## src/cpu_pkg.sv

```systemverilog
package cpu_pkg;

  localparam int pc_width     = 13;
  localparam int rom_width    = 12;
  localparam int nibble_width = 4;
  localparam int ptr_width    = 12;
  localparam int imm_width    = 8;

  typedef enum logic [3:0] {
    nop,
    lda_i,
    ldb_i,
    ldx_i,
    ldy_i,
    add_r,
    sub_r,
    and_r,
    ld_r,
    st_r,
    inc_p,
    xab,
    jmp,
    jz,
    jc,
    op_reserved
  } opcode_e;

  // r_mx and r_my address the data memory through x and y
  typedef enum logic [1:0] {
    r_a,
    r_b,
    r_mx,
    r_my
  } operand_e;

  typedef struct packed {
    opcode_e     opcode;
    operand_e    r;
    logic [5:0]  unused;
  } reg_form_t;

  typedef struct packed {
    opcode_e                opcode;
    logic [imm_width-1:0]   imm;
  } imm_form_t;

  // one ROM word, read as a register form or an immediate form
  typedef union packed {
    reg_form_t reg_form;
    imm_form_t imm_form;
  } instr_u;

  typedef enum logic [1:0] {
    alu_add,
    alu_sub,
    alu_and,
    alu_pass
  } alu_op_e;

  typedef struct packed {
    alu_op_e alu_op;
    logic    a_we;
    logic    b_we;
    logic    x_we;
    logic    y_we;
    logic    flags_we;
    logic    inc_x;
    logic    inc_y;
    logic    mem_we;
    logic    mem_sel;
    logic    load_imm;
    logic    pc_inc;
    logic    pc_branch;
  } ctrl_t;

  typedef struct packed {
    logic [pc_width-1:0]     pc;
    logic [nibble_width-1:0] a;
    logic [nibble_width-1:0] b;
    logic [ptr_width-1:0]    x;
    logic [ptr_width-1:0]    y;
    logic                    carry;
    logic                    zero;
  } cpu_state_t;

endpackage

```

## src/cpu_microcode.sv

```systemverilog
`timescale 1ns/1ps

module cpu_microcode import cpu_pkg::*; (
  input  logic                 clk,
  input  logic                 arst_n,
  input  logic [rom_width-1:0] rom_data,
  output ctrl_t                ctrl,
  output opcode_e              opcode,
  output logic [imm_width-1:0] imm,
  output operand_e             operand,
  output logic                 instr_done
);

  typedef enum logic [1:0] {
    st_fetch,
    st_decode,
    st_mem_read,
    st_execute
  } step_e;

  step_e  step;
  step_e  step_next;
  instr_u rom_word;
  instr_u instr_q;
  instr_u cur;
  logic   reads_mem;

  assign rom_word = rom_data;

  // the word is only on the ROM bus during decode, later steps use the latched copy
  assign cur = (step == st_decode) ? rom_word : instr_q;

  assign opcode = cur.reg_form.opcode;
  assign imm    = cur.imm_form.imm;

  // xab routes b through the ALU pass path into a
  assign operand = (opcode == xab) ? r_b : cur.reg_form.r;

  always_comb begin
    case (opcode)
      add_r, sub_r, and_r, ld_r: begin
        reads_mem = (cur.reg_form.r == r_mx) || (cur.reg_form.r == r_my);
      end
      default: begin
        reads_mem = 1'b0;
      end
    endcase
  end

  always_comb begin
    case (step)
      st_fetch:    step_next = st_decode;
      st_decode:   step_next = reads_mem ? st_mem_read : st_execute;
      st_mem_read: step_next = st_execute;
      default:     step_next = st_fetch;
    endcase
  end

  always_ff @(posedge clk or negedge arst_n) begin
    if (!arst_n) begin
      step    <= st_fetch;
      instr_q <= '0;
    end else begin
      step <= step_next;
      if (step == st_decode) begin
        instr_q <= rom_word;
      end
    end
  end

  always_comb begin
    ctrl         = '0;
    ctrl.alu_op  = alu_pass;
    // the pointer is chosen early so a read issued in decode sees a stable address
    ctrl.mem_sel = (cur.reg_form.r == r_my);
    if (step == st_execute) begin
      ctrl.pc_inc = 1'b1;
      case (opcode)
        lda_i: begin
          ctrl.a_we     = 1'b1;
          ctrl.load_imm = 1'b1;
        end
        ldb_i: begin
          ctrl.b_we     = 1'b1;
          ctrl.load_imm = 1'b1;
        end
        ldx_i: begin
          ctrl.x_we     = 1'b1;
          ctrl.load_imm = 1'b1;
        end
        ldy_i: begin
          ctrl.y_we     = 1'b1;
          ctrl.load_imm = 1'b1;
        end
        add_r, sub_r, and_r: begin
          ctrl.alu_op   = (opcode == add_r) ? alu_add :
                          (opcode == sub_r) ? alu_sub : alu_and;
          ctrl.a_we     = 1'b1;
          ctrl.flags_we = 1'b1;
        end
        ld_r: begin
          ctrl.a_we = 1'b1;
        end
        st_r: begin
          // register operands have nowhere to store to
          ctrl.mem_we = (cur.reg_form.r == r_mx) || (cur.reg_form.r == r_my);
        end
        inc_p: begin
          ctrl.inc_x = ~cur.reg_form.r[0];
          ctrl.inc_y = cur.reg_form.r[0];
        end
        xab: begin
          ctrl.a_we = 1'b1;
          ctrl.b_we = 1'b1;
        end
        jmp, jz, jc: begin
          ctrl.pc_inc    = 1'b0;
          ctrl.pc_branch = 1'b1;
        end
        default: begin
        end
      endcase
    end
  end

  assign instr_done = (step == st_execute);

endmodule

```

## src/cpu_regs.sv

```systemverilog
`timescale 1ns/1ps

module cpu_regs import cpu_pkg::*; (
  input  logic                    clk,
  input  logic                    arst_n,
  input  ctrl_t                   ctrl,
  input  logic [imm_width-1:0]    imm,
  input  operand_e                operand,
  input  logic [nibble_width-1:0] alu_result,
  input  logic                    alu_carry,
  input  logic                    alu_zero,
  input  logic [nibble_width-1:0] memory_read_data,
  input  logic [pc_width-1:0]     pc,
  output cpu_state_t              state,
  output logic [nibble_width-1:0] operand_value
);

  logic [nibble_width-1:0] a;
  logic [nibble_width-1:0] b;
  logic [ptr_width-1:0]    x;
  logic [ptr_width-1:0]    y;
  logic                    carry;
  logic                    zero;
  logic [nibble_width-1:0] imm_nibble;
  logic [ptr_width-1:0]    imm_ptr;

  assign imm_nibble = imm[nibble_width-1:0];
  assign imm_ptr    = {{(ptr_width - imm_width){1'b0}}, imm};

  always_comb begin
    case (operand)
      r_a:     operand_value = a;
      r_b:     operand_value = b;
      default: operand_value = memory_read_data;
    endcase
  end

  always_ff @(posedge clk or negedge arst_n) begin
    if (!arst_n) begin
      a     <= '0;
      b     <= '0;
      x     <= '0;
      y     <= '0;
      carry <= 1'b0;
      zero  <= 1'b0;
    end else begin
      if (ctrl.a_we) begin
        a <= ctrl.load_imm ? imm_nibble : alu_result;
      end
      // apart from ldb_i, b is only written by the exchange
      if (ctrl.b_we) begin
        b <= ctrl.load_imm ? imm_nibble : a;
      end
      if (ctrl.x_we) begin
        x <= imm_ptr;
      end else if (ctrl.inc_x) begin
        x <= x + 1'b1;
      end
      if (ctrl.y_we) begin
        y <= imm_ptr;
      end else if (ctrl.inc_y) begin
        y <= y + 1'b1;
      end
      if (ctrl.flags_we) begin
        zero <= alu_zero;
        // and leaves carry as it was
        if (ctrl.alu_op != alu_and) begin
          carry <= alu_carry;
        end
      end
    end
  end

  always_comb begin
    state.pc    = pc;
    state.a     = a;
    state.b     = b;
    state.x     = x;
    state.y     = y;
    state.carry = carry;
    state.zero  = zero;
  end

endmodule

```

## src/cpu_alu.sv

```systemverilog
`timescale 1ns/1ps

module cpu_alu import cpu_pkg::*; (
  input  alu_op_e                 alu_op,
  input  logic [nibble_width-1:0] a,
  input  logic [nibble_width-1:0] b,
  output logic [nibble_width-1:0] result,
  output logic                    carry,
  output logic                    zero
);

  // one extra bit holds the carry out or the borrow
  logic [nibble_width:0] wide;

  always_comb begin
    case (alu_op)
      alu_add: begin
        wide = {1'b0, a} + {1'b0, b};
      end
      alu_sub: begin
        // top bit goes high when b is larger than a
        wide = {1'b0, a} - {1'b0, b};
      end
      alu_and: begin
        wide = {1'b0, a & b};
      end
      default: begin
        wide = {1'b0, b};
      end
    endcase
  end

  assign result = wide[nibble_width-1:0];
  assign carry  = wide[nibble_width];
  assign zero   = (wide[nibble_width-1:0] == '0);

endmodule

```

## src/cpu_addr_unit.sv

```systemverilog
`timescale 1ns/1ps

module cpu_addr_unit import cpu_pkg::*; (
  input  logic                    clk,
  input  logic                    arst_n,
  input  ctrl_t                   ctrl,
  input  logic [imm_width-1:0]    imm,
  input  opcode_e                 opcode,
  input  logic                    carry,
  input  logic                    zero,
  input  logic [ptr_width-1:0]    x,
  input  logic [ptr_width-1:0]    y,
  input  logic [nibble_width-1:0] a,
  output logic [pc_width-1:0]     pc,
  output logic [pc_width-1:0]     rom_addr,
  output logic [ptr_width-1:0]    memory_addr,
  output logic                    memory_write_en,
  output logic [nibble_width-1:0] memory_write_data
);

  logic taken;

  always_comb begin
    case (opcode)
      jmp:     taken = 1'b1;
      jz:      taken = zero;
      jc:      taken = carry;
      default: taken = 1'b0;
    endcase
  end

  // branches stay inside the current 256-word page
  always_ff @(posedge clk or negedge arst_n) begin
    if (!arst_n) begin
      pc <= '0;
    end else if (ctrl.pc_branch && taken) begin
      pc <= {pc[pc_width-1:imm_width], imm};
    end else if (ctrl.pc_inc || ctrl.pc_branch) begin
      pc <= pc + 1'b1;
    end
  end

  assign rom_addr = pc;

  assign memory_addr       = ctrl.mem_sel ? y : x;
  assign memory_write_en   = ctrl.mem_we;
  assign memory_write_data = a;

endmodule

```

## src/cpu.sv

```systemverilog
`timescale 1ns/1ps

module cpu import cpu_pkg::*; (
  input  logic                    clk,
  input  logic                    arst_n,
  output logic [pc_width-1:0]     rom_addr,
  input  logic [rom_width-1:0]    rom_data,
  output logic                    memory_write_en,
  output logic [ptr_width-1:0]    memory_addr,
  output logic [nibble_width-1:0] memory_write_data,
  input  logic [nibble_width-1:0] memory_read_data,
  output cpu_state_t              state,
  output logic                    instr_done
);

  ctrl_t                   ctrl;
  opcode_e                 opcode;
  operand_e                operand;
  logic [imm_width-1:0]    imm;
  logic [nibble_width-1:0] alu_result;
  logic                    alu_carry;
  logic                    alu_zero;
  logic [nibble_width-1:0] operand_value;
  logic [pc_width-1:0]     pc;

  cpu_microcode i_microcode (
    .clk        (clk),
    .arst_n     (arst_n),
    .rom_data   (rom_data),
    .ctrl       (ctrl),
    .opcode     (opcode),
    .imm        (imm),
    .operand    (operand),
    .instr_done (instr_done)
  );

  cpu_regs i_regs (
    .clk              (clk),
    .arst_n           (arst_n),
    .ctrl             (ctrl),
    .imm              (imm),
    .operand          (operand),
    .alu_result       (alu_result),
    .alu_carry        (alu_carry),
    .alu_zero         (alu_zero),
    .memory_read_data (memory_read_data),
    .pc               (pc),
    .state            (state),
    .operand_value    (operand_value)
  );

  cpu_alu i_alu (
    .alu_op (ctrl.alu_op),
    .a      (state.a),
    .b      (operand_value),
    .result (alu_result),
    .carry  (alu_carry),
    .zero   (alu_zero)
  );

  cpu_addr_unit i_addr_unit (
    .clk               (clk),
    .arst_n            (arst_n),
    .ctrl              (ctrl),
    .imm               (imm),
    .opcode            (opcode),
    .carry             (state.carry),
    .zero              (state.zero),
    .x                 (state.x),
    .y                 (state.y),
    .a                 (state.a),
    .pc                (pc),
    .rom_addr          (rom_addr),
    .memory_addr       (memory_addr),
    .memory_write_en   (memory_write_en),
    .memory_write_data (memory_write_data)
  );

endmodule

```

## config.mk

```make
export PLATFORM = sky130hd
export DESIGN_NAME = cpu
export DESIGN_NICKNAME = d
export VERILOG_FILES = /design/src/cpu_pkg.sv /design/src/cpu_microcode.sv /design/src/cpu_regs.sv /design/src/cpu_alu.sv /design/src/cpu_addr_unit.sv /design/src/cpu.sv
export SDC_FILE = /design/constraint.sdc
export NUM_CORES = 1
export LEC_CHECK = 0
export ABC_AREA = 1
export BUFFER_PORTS_ARGS = -buffer_cell sky130_fd_sc_hd__buf_4
export CORE_AREA = 8 8 99 101
export CTS_CLUSTER_DIAMETER = 150
export DETAILED_ROUTE_END_ITERATION = 7
export DIE_AREA = 0 0 107 109
export PLACE_DENSITY = 0.79
export RECOVER_POWER = 50
export SETUP_SLACK_MARGIN = 0.15
export SLEW_MARGIN = 5
export SYNTH_ARGS = -nofsm -noshare
export SYNTH_HDL_FRONTEND = slang
export SYNTH_SLANG_ARGS = --single-unit
```

## constraint.sdc

```tcl
create_clock -name clk -period 4.1 [get_ports clk]
set_input_delay 0.615 -clock clk [delete_from_list [all_inputs] [get_ports clk]]
set_output_delay 0.615 -clock clk [all_outputs]
set_load 0.03 [all_outputs]
```

# Yosys cells after proc, flatten, opt, wreduce, memory -nomap -nowiden
# Index checks and enable logic that the tools add are counted.
[totals] register_bits=61 in_bits=18 out_inout_bits=78 word_cells=90
[classes] n_addsub=5 eq_ne=23 n_mux=31 bitwise=3 reduce_logical=18
[ops] operator="$mux W12" n=6
[ops] operator="$eq A4 B4 Y1 const B" n=7
[ops] operator="$add A12 B1 Y12 const B" n=2
[ops] operator="$eq A4 B3 Y1 const B" n=4
[ops] operator="$mux W8" n=2
[ops] operator="$pmux W5 S3" n=1
[ops] operator="$add A13 B1 Y13 const B" n=1
[ops] operator="$mux W2" n=6
[ops] operator="$eq A2 B2 Y1 const B" n=5
[ops] operator="$mux W10" n=1
[ops] operator="$mux W1" n=9
[ops] operator="$eq A4 B2 Y1 const B" n=2
[ops] operator="$mux W4" n=2
[ops] operator="$pmux W4 S2" n=1
[ops] operator="$reduce_or A4 Y1" n=2
[ops] operator="$eq A2 B1 Y1 const B" n=3
[ops] operator="$logic_not A2 Y1" n=3
[ops] operator="$pmux W2 S3" n=1
[ops] operator="$reduce_bool A2 Y1" n=3
[ops] operator="$reduce_or A3 Y1" n=2
[ops] operator="$reduce_or A6 Y1" n=1
[ops] operator="$add A4 B4 Y5" n=1
[ops] operator="$sub A4 B4 Y5" n=1
[ops] operator="$and A4 B4 Y4" n=1
[ops] operator="10 further kinds" n=13

# Longest topological paths before layout
[depth] ltp_word=10 depth_mapped=25 mapped_depth_nobuf=24

# Cells and area by module
# Synthesis repeated with hierarchy kept, for this count alone.
[unflattened] hier_cells=615 area_unflattened_um2=4574.4
[by_module_without_submodules] mod="cpu_regs" instances=1 cells_per_inst=258 area_each_um2=2057.0 seq_area_each_um2=850.8
[by_module_without_submodules] mod="cpu_addr_unit" instances=1 cells_per_inst=175 area_each_um2=1221.2 seq_area_each_um2=325.3
[by_module_without_submodules] mod="cpu_microcode" instances=1 cells_per_inst=124 area_each_um2=954.7 seq_area_each_um2=350.3
[by_module_without_submodules] mod="cpu_alu" instances=1 cells_per_inst=58 area_each_um2=341.6 seq_area_each_um2=0.0

# Worst setup path before layout
# OpenSTA, ideal clock, no wires.
[synth_timing] kind="flip-flop to flip-flop" from="register i_microcode.step[0]" to="register i_regs.zero" setup_time_ns=0.117 t_arrival_ns=3.140 t_required_ns=3.983 path_slack_ns=0.843 stages_incl_launch_ff=25 n_path_buf=2 period_less_slack_ns=3.257 path_cell_list="dfrtp_1 -> ha_1 -> buf_6 -> buf_8 -> nand2_1 -> nand2_2 -> nor2_2 -> nand2_2 -> o21ai_2 -> nand2_1 -> nand3_2 -> inv_1 -> ha_1 -> inv_1 -> o21ai_0 -> inv_1 -> ha_1 -> nand2_1 -> o21ai_0 -> xor2_1 -> nand2_1 -> nand2_1 -> nor2_1 -> nand3_1 -> nand2_1"
[synth_via] elab_chain_len=10 elab_cells_between_ends=25 cone_classes="add/sub: 2; eq/ne: 9; mux: 9; bitwise: 1; reduce/logical: 4"
[synth_lines] element="from (decl)" line_no="cpu_microcode.sv:21" text="step_e step;"
[synth_lines] element="from (signal assigned)" line_no="cpu_microcode.sv:61" text="step <= st_fetch;"
[synth_lines] element="from (signal assigned)" line_no="cpu_microcode.sv:64" text="step <= step_next;"
[synth_lines] element="branches (longest 10 deep; another with $sub A4 B4 Y5)"
[synth_lines] element="to (signal assigned)" line_no="cpu_regs.sv:65" text="zero <= alu_zero;"
[synth_lines] element="to (decl)" line_no="cpu_regs.sv:23" text="logic zero;"
# Parallel ways; which one is timed is not known.
# A chain may end at the register's enable or synchronous reset.

# Final worst setup path
[layout_timing] from="register i_microcode.step[1]" to="register i_regs.zero"
# The elaborated chain is that of the path after synthesis.

==> impl_summary.log <==
INFO  metric cp_cell_sequence = inv_1, ha_1, inv_1, nand2_1, nand2_2, nor2_2, nand2_2, o21ai_2, nand2_1, nand3_2, inv_1, ha_1, inv_1, nand2_1, xor2_1, ha_1, nand2_1, o21ai_1, xor2_1, nand2_1, nand2_1, nor2_1, nand3_1, nand2_1
INFO  metric fp.dieArea = 0.0117 sq mm
INFO  metric largest_net_degree_at_the_start_of_global_routing = 62
INFO  metric cap_violations = 1
INFO  metric clock.fmax = 0.280 GHz
INFO  metric final_nets = 620
INFO  metric post_cts_hold_buffers = 0
INFO  metric critPathKind = reg2reg
INFO  metric drt_iter0_markers = 293
INFO  metric setup.worst_path.start_class = register
INFO  metric timing.hold.worst.start = i_addr_unit.pc[12]
INFO  metric floorplan.io_pins = 96
INFO  metric cts_max_level = 3
INFO  metric cts_post_setup_buffers_inserted = 0
INFO  metric critical-path-max-stage-delay = 0.41 ns
INFO  metric number_of_cells_on_the_worst_reg_to_reg_path = 24
INFO  metric synth.avg_cell_area = 7.98 sq um
INFO  metric antenna_found_initial = 0
INFO  metric final.fill_count = 789
INFO  metric totalNegativeSetupSlack = 0 ns
INFO  metric ys_seq_area_share = 37.8%
INFO  metric ant_nets = 0
INFO  metric detailed_place_hpwl = 8600 um
INFO  metric clock_tree.root_cell = clkbuf_8
INFO  metric grt_pass1_wl = 17900 um
INFO  metric ys_warn_count = 0
INFO  metric postCtsResizedCells = 0
INFO  metric yosys_most_used_dff = dfrtp_1
INFO  metric final_hold_viol_count = 0
INFO  metric maxSlewViolCount = 62
INFO  metric setup_repair_after_global_routing_missed_its_margin = false
INFO  metric global_route.usage.total = 19.1%
INFO  metric fin_crit_sh = 87.1%
INFO  metric clock_skew = 0.0132 ns
INFO  metric outcome = finished, violations left
INFO  metric worst-path-max-fanout = 10
INFO  metric clock_latency = 0.33 ns
INFO  metric worst_setup_path_end_kind = register
INFO  metric wl_per_cell = 16.0 um
INFO  metric numCtsBuffers = 9
INFO  metric tightest_slew = 3.23 ns
INFO  metric width_of_the_die = 107 um
INFO  metric failed_checks = capacitance limit, slew limit
INFO  metric synthToLayoutAreaGrowth = 17.8%
INFO  metric post_synth_instance_area = 0.00404 sq mm
INFO  metric timing.critical_path.required = 4.32 ns
INFO  metric post_synth_num_cell_types = 47
INFO  metric initial_core_utilization = 48.2%
INFO  metric worst_hold_path.endpoint = i_addr_unit.pc[12]
INFO  metric whs_path_depth = 1
INFO  metric max-slew-margin-rel = -115%
INFO  metric finalWeightedCongestion = 0.932
INFO  metric core.rowCount = 34
INFO  metric holdCritPathClass = reg2reg
INFO  metric timing.final.crit_period = 3.57 ns
INFO  metric worstPathArrival = 3.80 ns
INFO  metric netlist_instances = 506
INFO  metric rrSetupSlack = 0.53 ns
INFO  metric number_of_synthesized_flops_with_an_enable_pin = 0
INFO  metric finalSetupViolations = 0
INFO  metric gr-total-overflow = 0
INFO  metric cts.sinks = 61
INFO  metric drt-total-wl = 11200 um
INFO  metric clock_path_buffers = 2
INFO  metric slowest_cell_on_the_critical_path = dfrtp_1
INFO  metric via_count_of_the_first_global_routing_pass = 3764
INFO  metric reg2reg_to = i_regs.zero
INFO  metric drt_drc_violations_left = 0
INFO  metric reg2reg_from = i_microcode.step[1]
INFO  metric die_height = 109 um
INFO  metric antennaDiodeCount = 0
INFO  metric clkTransAtPathRegs = 0.07 ns
INFO  metric vias_per_cell = 5.35
INFO  metric syn-num-nets = 538
INFO  metric postSynth.asyncResetShare = 100%
INFO  metric share_of_cells_above_drive_strength_1 = 21.6%
INFO  metric synth-seq-cells = 61
INFO  metric first_pass_iters = 5
INFO  metric place.port_buffers = 95
INFO  metric critPathMostFrequentCell = nand2_1
INFO  metric tritoncts = built
INFO  metric core_area = 0.00838 sq mm
INFO  metric num_vias = 3742
-- worst max-delay path by stage --
stage	startpoint	to	slack, ns	depth (start not counted)
2_1_floorplan	i_microcode.step[0]	i_regs.zero	0.84	24
3_3_place_gp	i_microcode.step[0]	i_regs.zero	0.62	21
3_5_place_dp	i_microcode.step[1]	i_regs.zero	0.42	22
4_1_cts	i_microcode.step[1]	i_regs.zero	0.39	22
5_1_grt	i_microcode.step[1]	i_regs.zero	0.15	24
6_report	i_microcode.step[1]	i_regs.zero	0.53	24
-- cells in the final DEF (no fill, tap or decap), types with 5 or more instances in the layout --
master    netlist  layout
inv_2           9       8
o21ai_1         6       8
nand3_1        25      25
xor2_1         21      21
clkbuf_8        0      10
nor3_1          5       5
o21ai_0        23      22
nor2_1         29      29
nor2_2          6       6
clkbuf_1        2      32
nand2_2        11      11
nand2_1       125     126
buf_4          20      67
o211ai_1        5       5
a21oi_1        19      19
o221ai_1        8       8
ha_1           13      13
nand4_1         8       8
inv_1          56      57
dfrtp_1        61      61
a31oi_1         8       8
-- registers in the layout (all words and copies together) (netlist names) --
register,cells
i_addr_unit.pc,13
i_microcode.instr_q,12
i_microcode.step,2
i_regs.a,4
i_regs.b,4
i_regs.carry,1
i_regs.x,12
i_regs.y,12
i_regs.zero,1
-- worst max-delay path: cells and delay by family, from the launching register on --
family	cells	cell delay (ns)
simple gates	13	1.24
fa+ha+maj	3	0.79
xor+xnor	2	0.32
buf+inv	4	0.43
compound gates	2	0.28
flops	1	0.41
-- cells in the mapped netlist (3+ instances only) --
library cell,n,area (sq um)
a21oi_1,19,95.1
a22oi_1,3,22.5
a31oi_1,8,50.1
buf_4,20,150
dfrtp_1,61,1530
ha_1,13,163
inv_1,56,210
inv_2,9,33.8
nand2_1,125,469
nand2_2,11,68.8
nand2_4,3,33.8
nand3_1,25,125
nand3_2,4,40.0
nand4_1,8,50.1
nor2_1,29,109
nor2_2,6,37.5
nor3_1,5,25.0
nor3_2,4,40.0
o211ai_1,5,37.5
o21ai_0,23,115
o21ai_1,6,30.0
o21ai_2,3,26.3
o221ai_1,8,70.1
xnor2_1,4,35.0
xor2_1,21,184
-- layer usage --
metal  global-route usage, %  vias up  wire length [um]
li1                        -     1810                 -
met1                    23.3     1751              4780
met2                    32.6      161              5420
met3                    4.08       20               815
met4                    7.14        0               191
met5                       0        -                 0
-- final cells by class --
type	instances	area, sq um	area share [%]
Multi-Input combinational cell	353	2070	43.4
Sequential cell	61	1530	32.1
Timing Repair Buffer	97	616	12.9
Inverter	66	248	5.21
Clock buffer	12	145	3.05
Tap cell	108	135	2.84
Clock inverter	3	22.5	0.473
-- cell families after synthesis --
group / after synthesis / share of synthesized area (%)
XOR/XNOR: 25 / 5.42
adder cells (fa/ha/maj): 14 / 4.52
buffers and inverters: 92 / 10.9
AO/OA/AOI/OAI: 84 / 13.6
flip-flops: 61 / 37.8
AND/OR/NAND/NOR: 230 / 27.7
-- metrics by stage --
| step | util, % | hold WS [ns] | std cells | setup WS [ns] | area, sq um |
|---|---|---|---|---|---|
| 3_3_place_gp | 56.2 | 0.478 | 685 | 0.621 | 4710 |
| 6_report | 56.8 | 0.503 | 700 | 0.527 | 4760 |
| 3_5_place_dp | 56.2 | 0.502 | 685 | 0.423 | 4710 |
| 5_1_grt | 56.8 | 0.558 | 700 | 0.148 | 4760 |
| 2_1_floorplan | - | 0.319 | 506 | 0.843 | 4040 |
| 4_1_cts | 58.2 | 0.390 | 700 | 0.393 | 4870 |
Power is not shown: default switching activity piles up to over one toggle a cycle in this logic, so the estimate is an artifact.
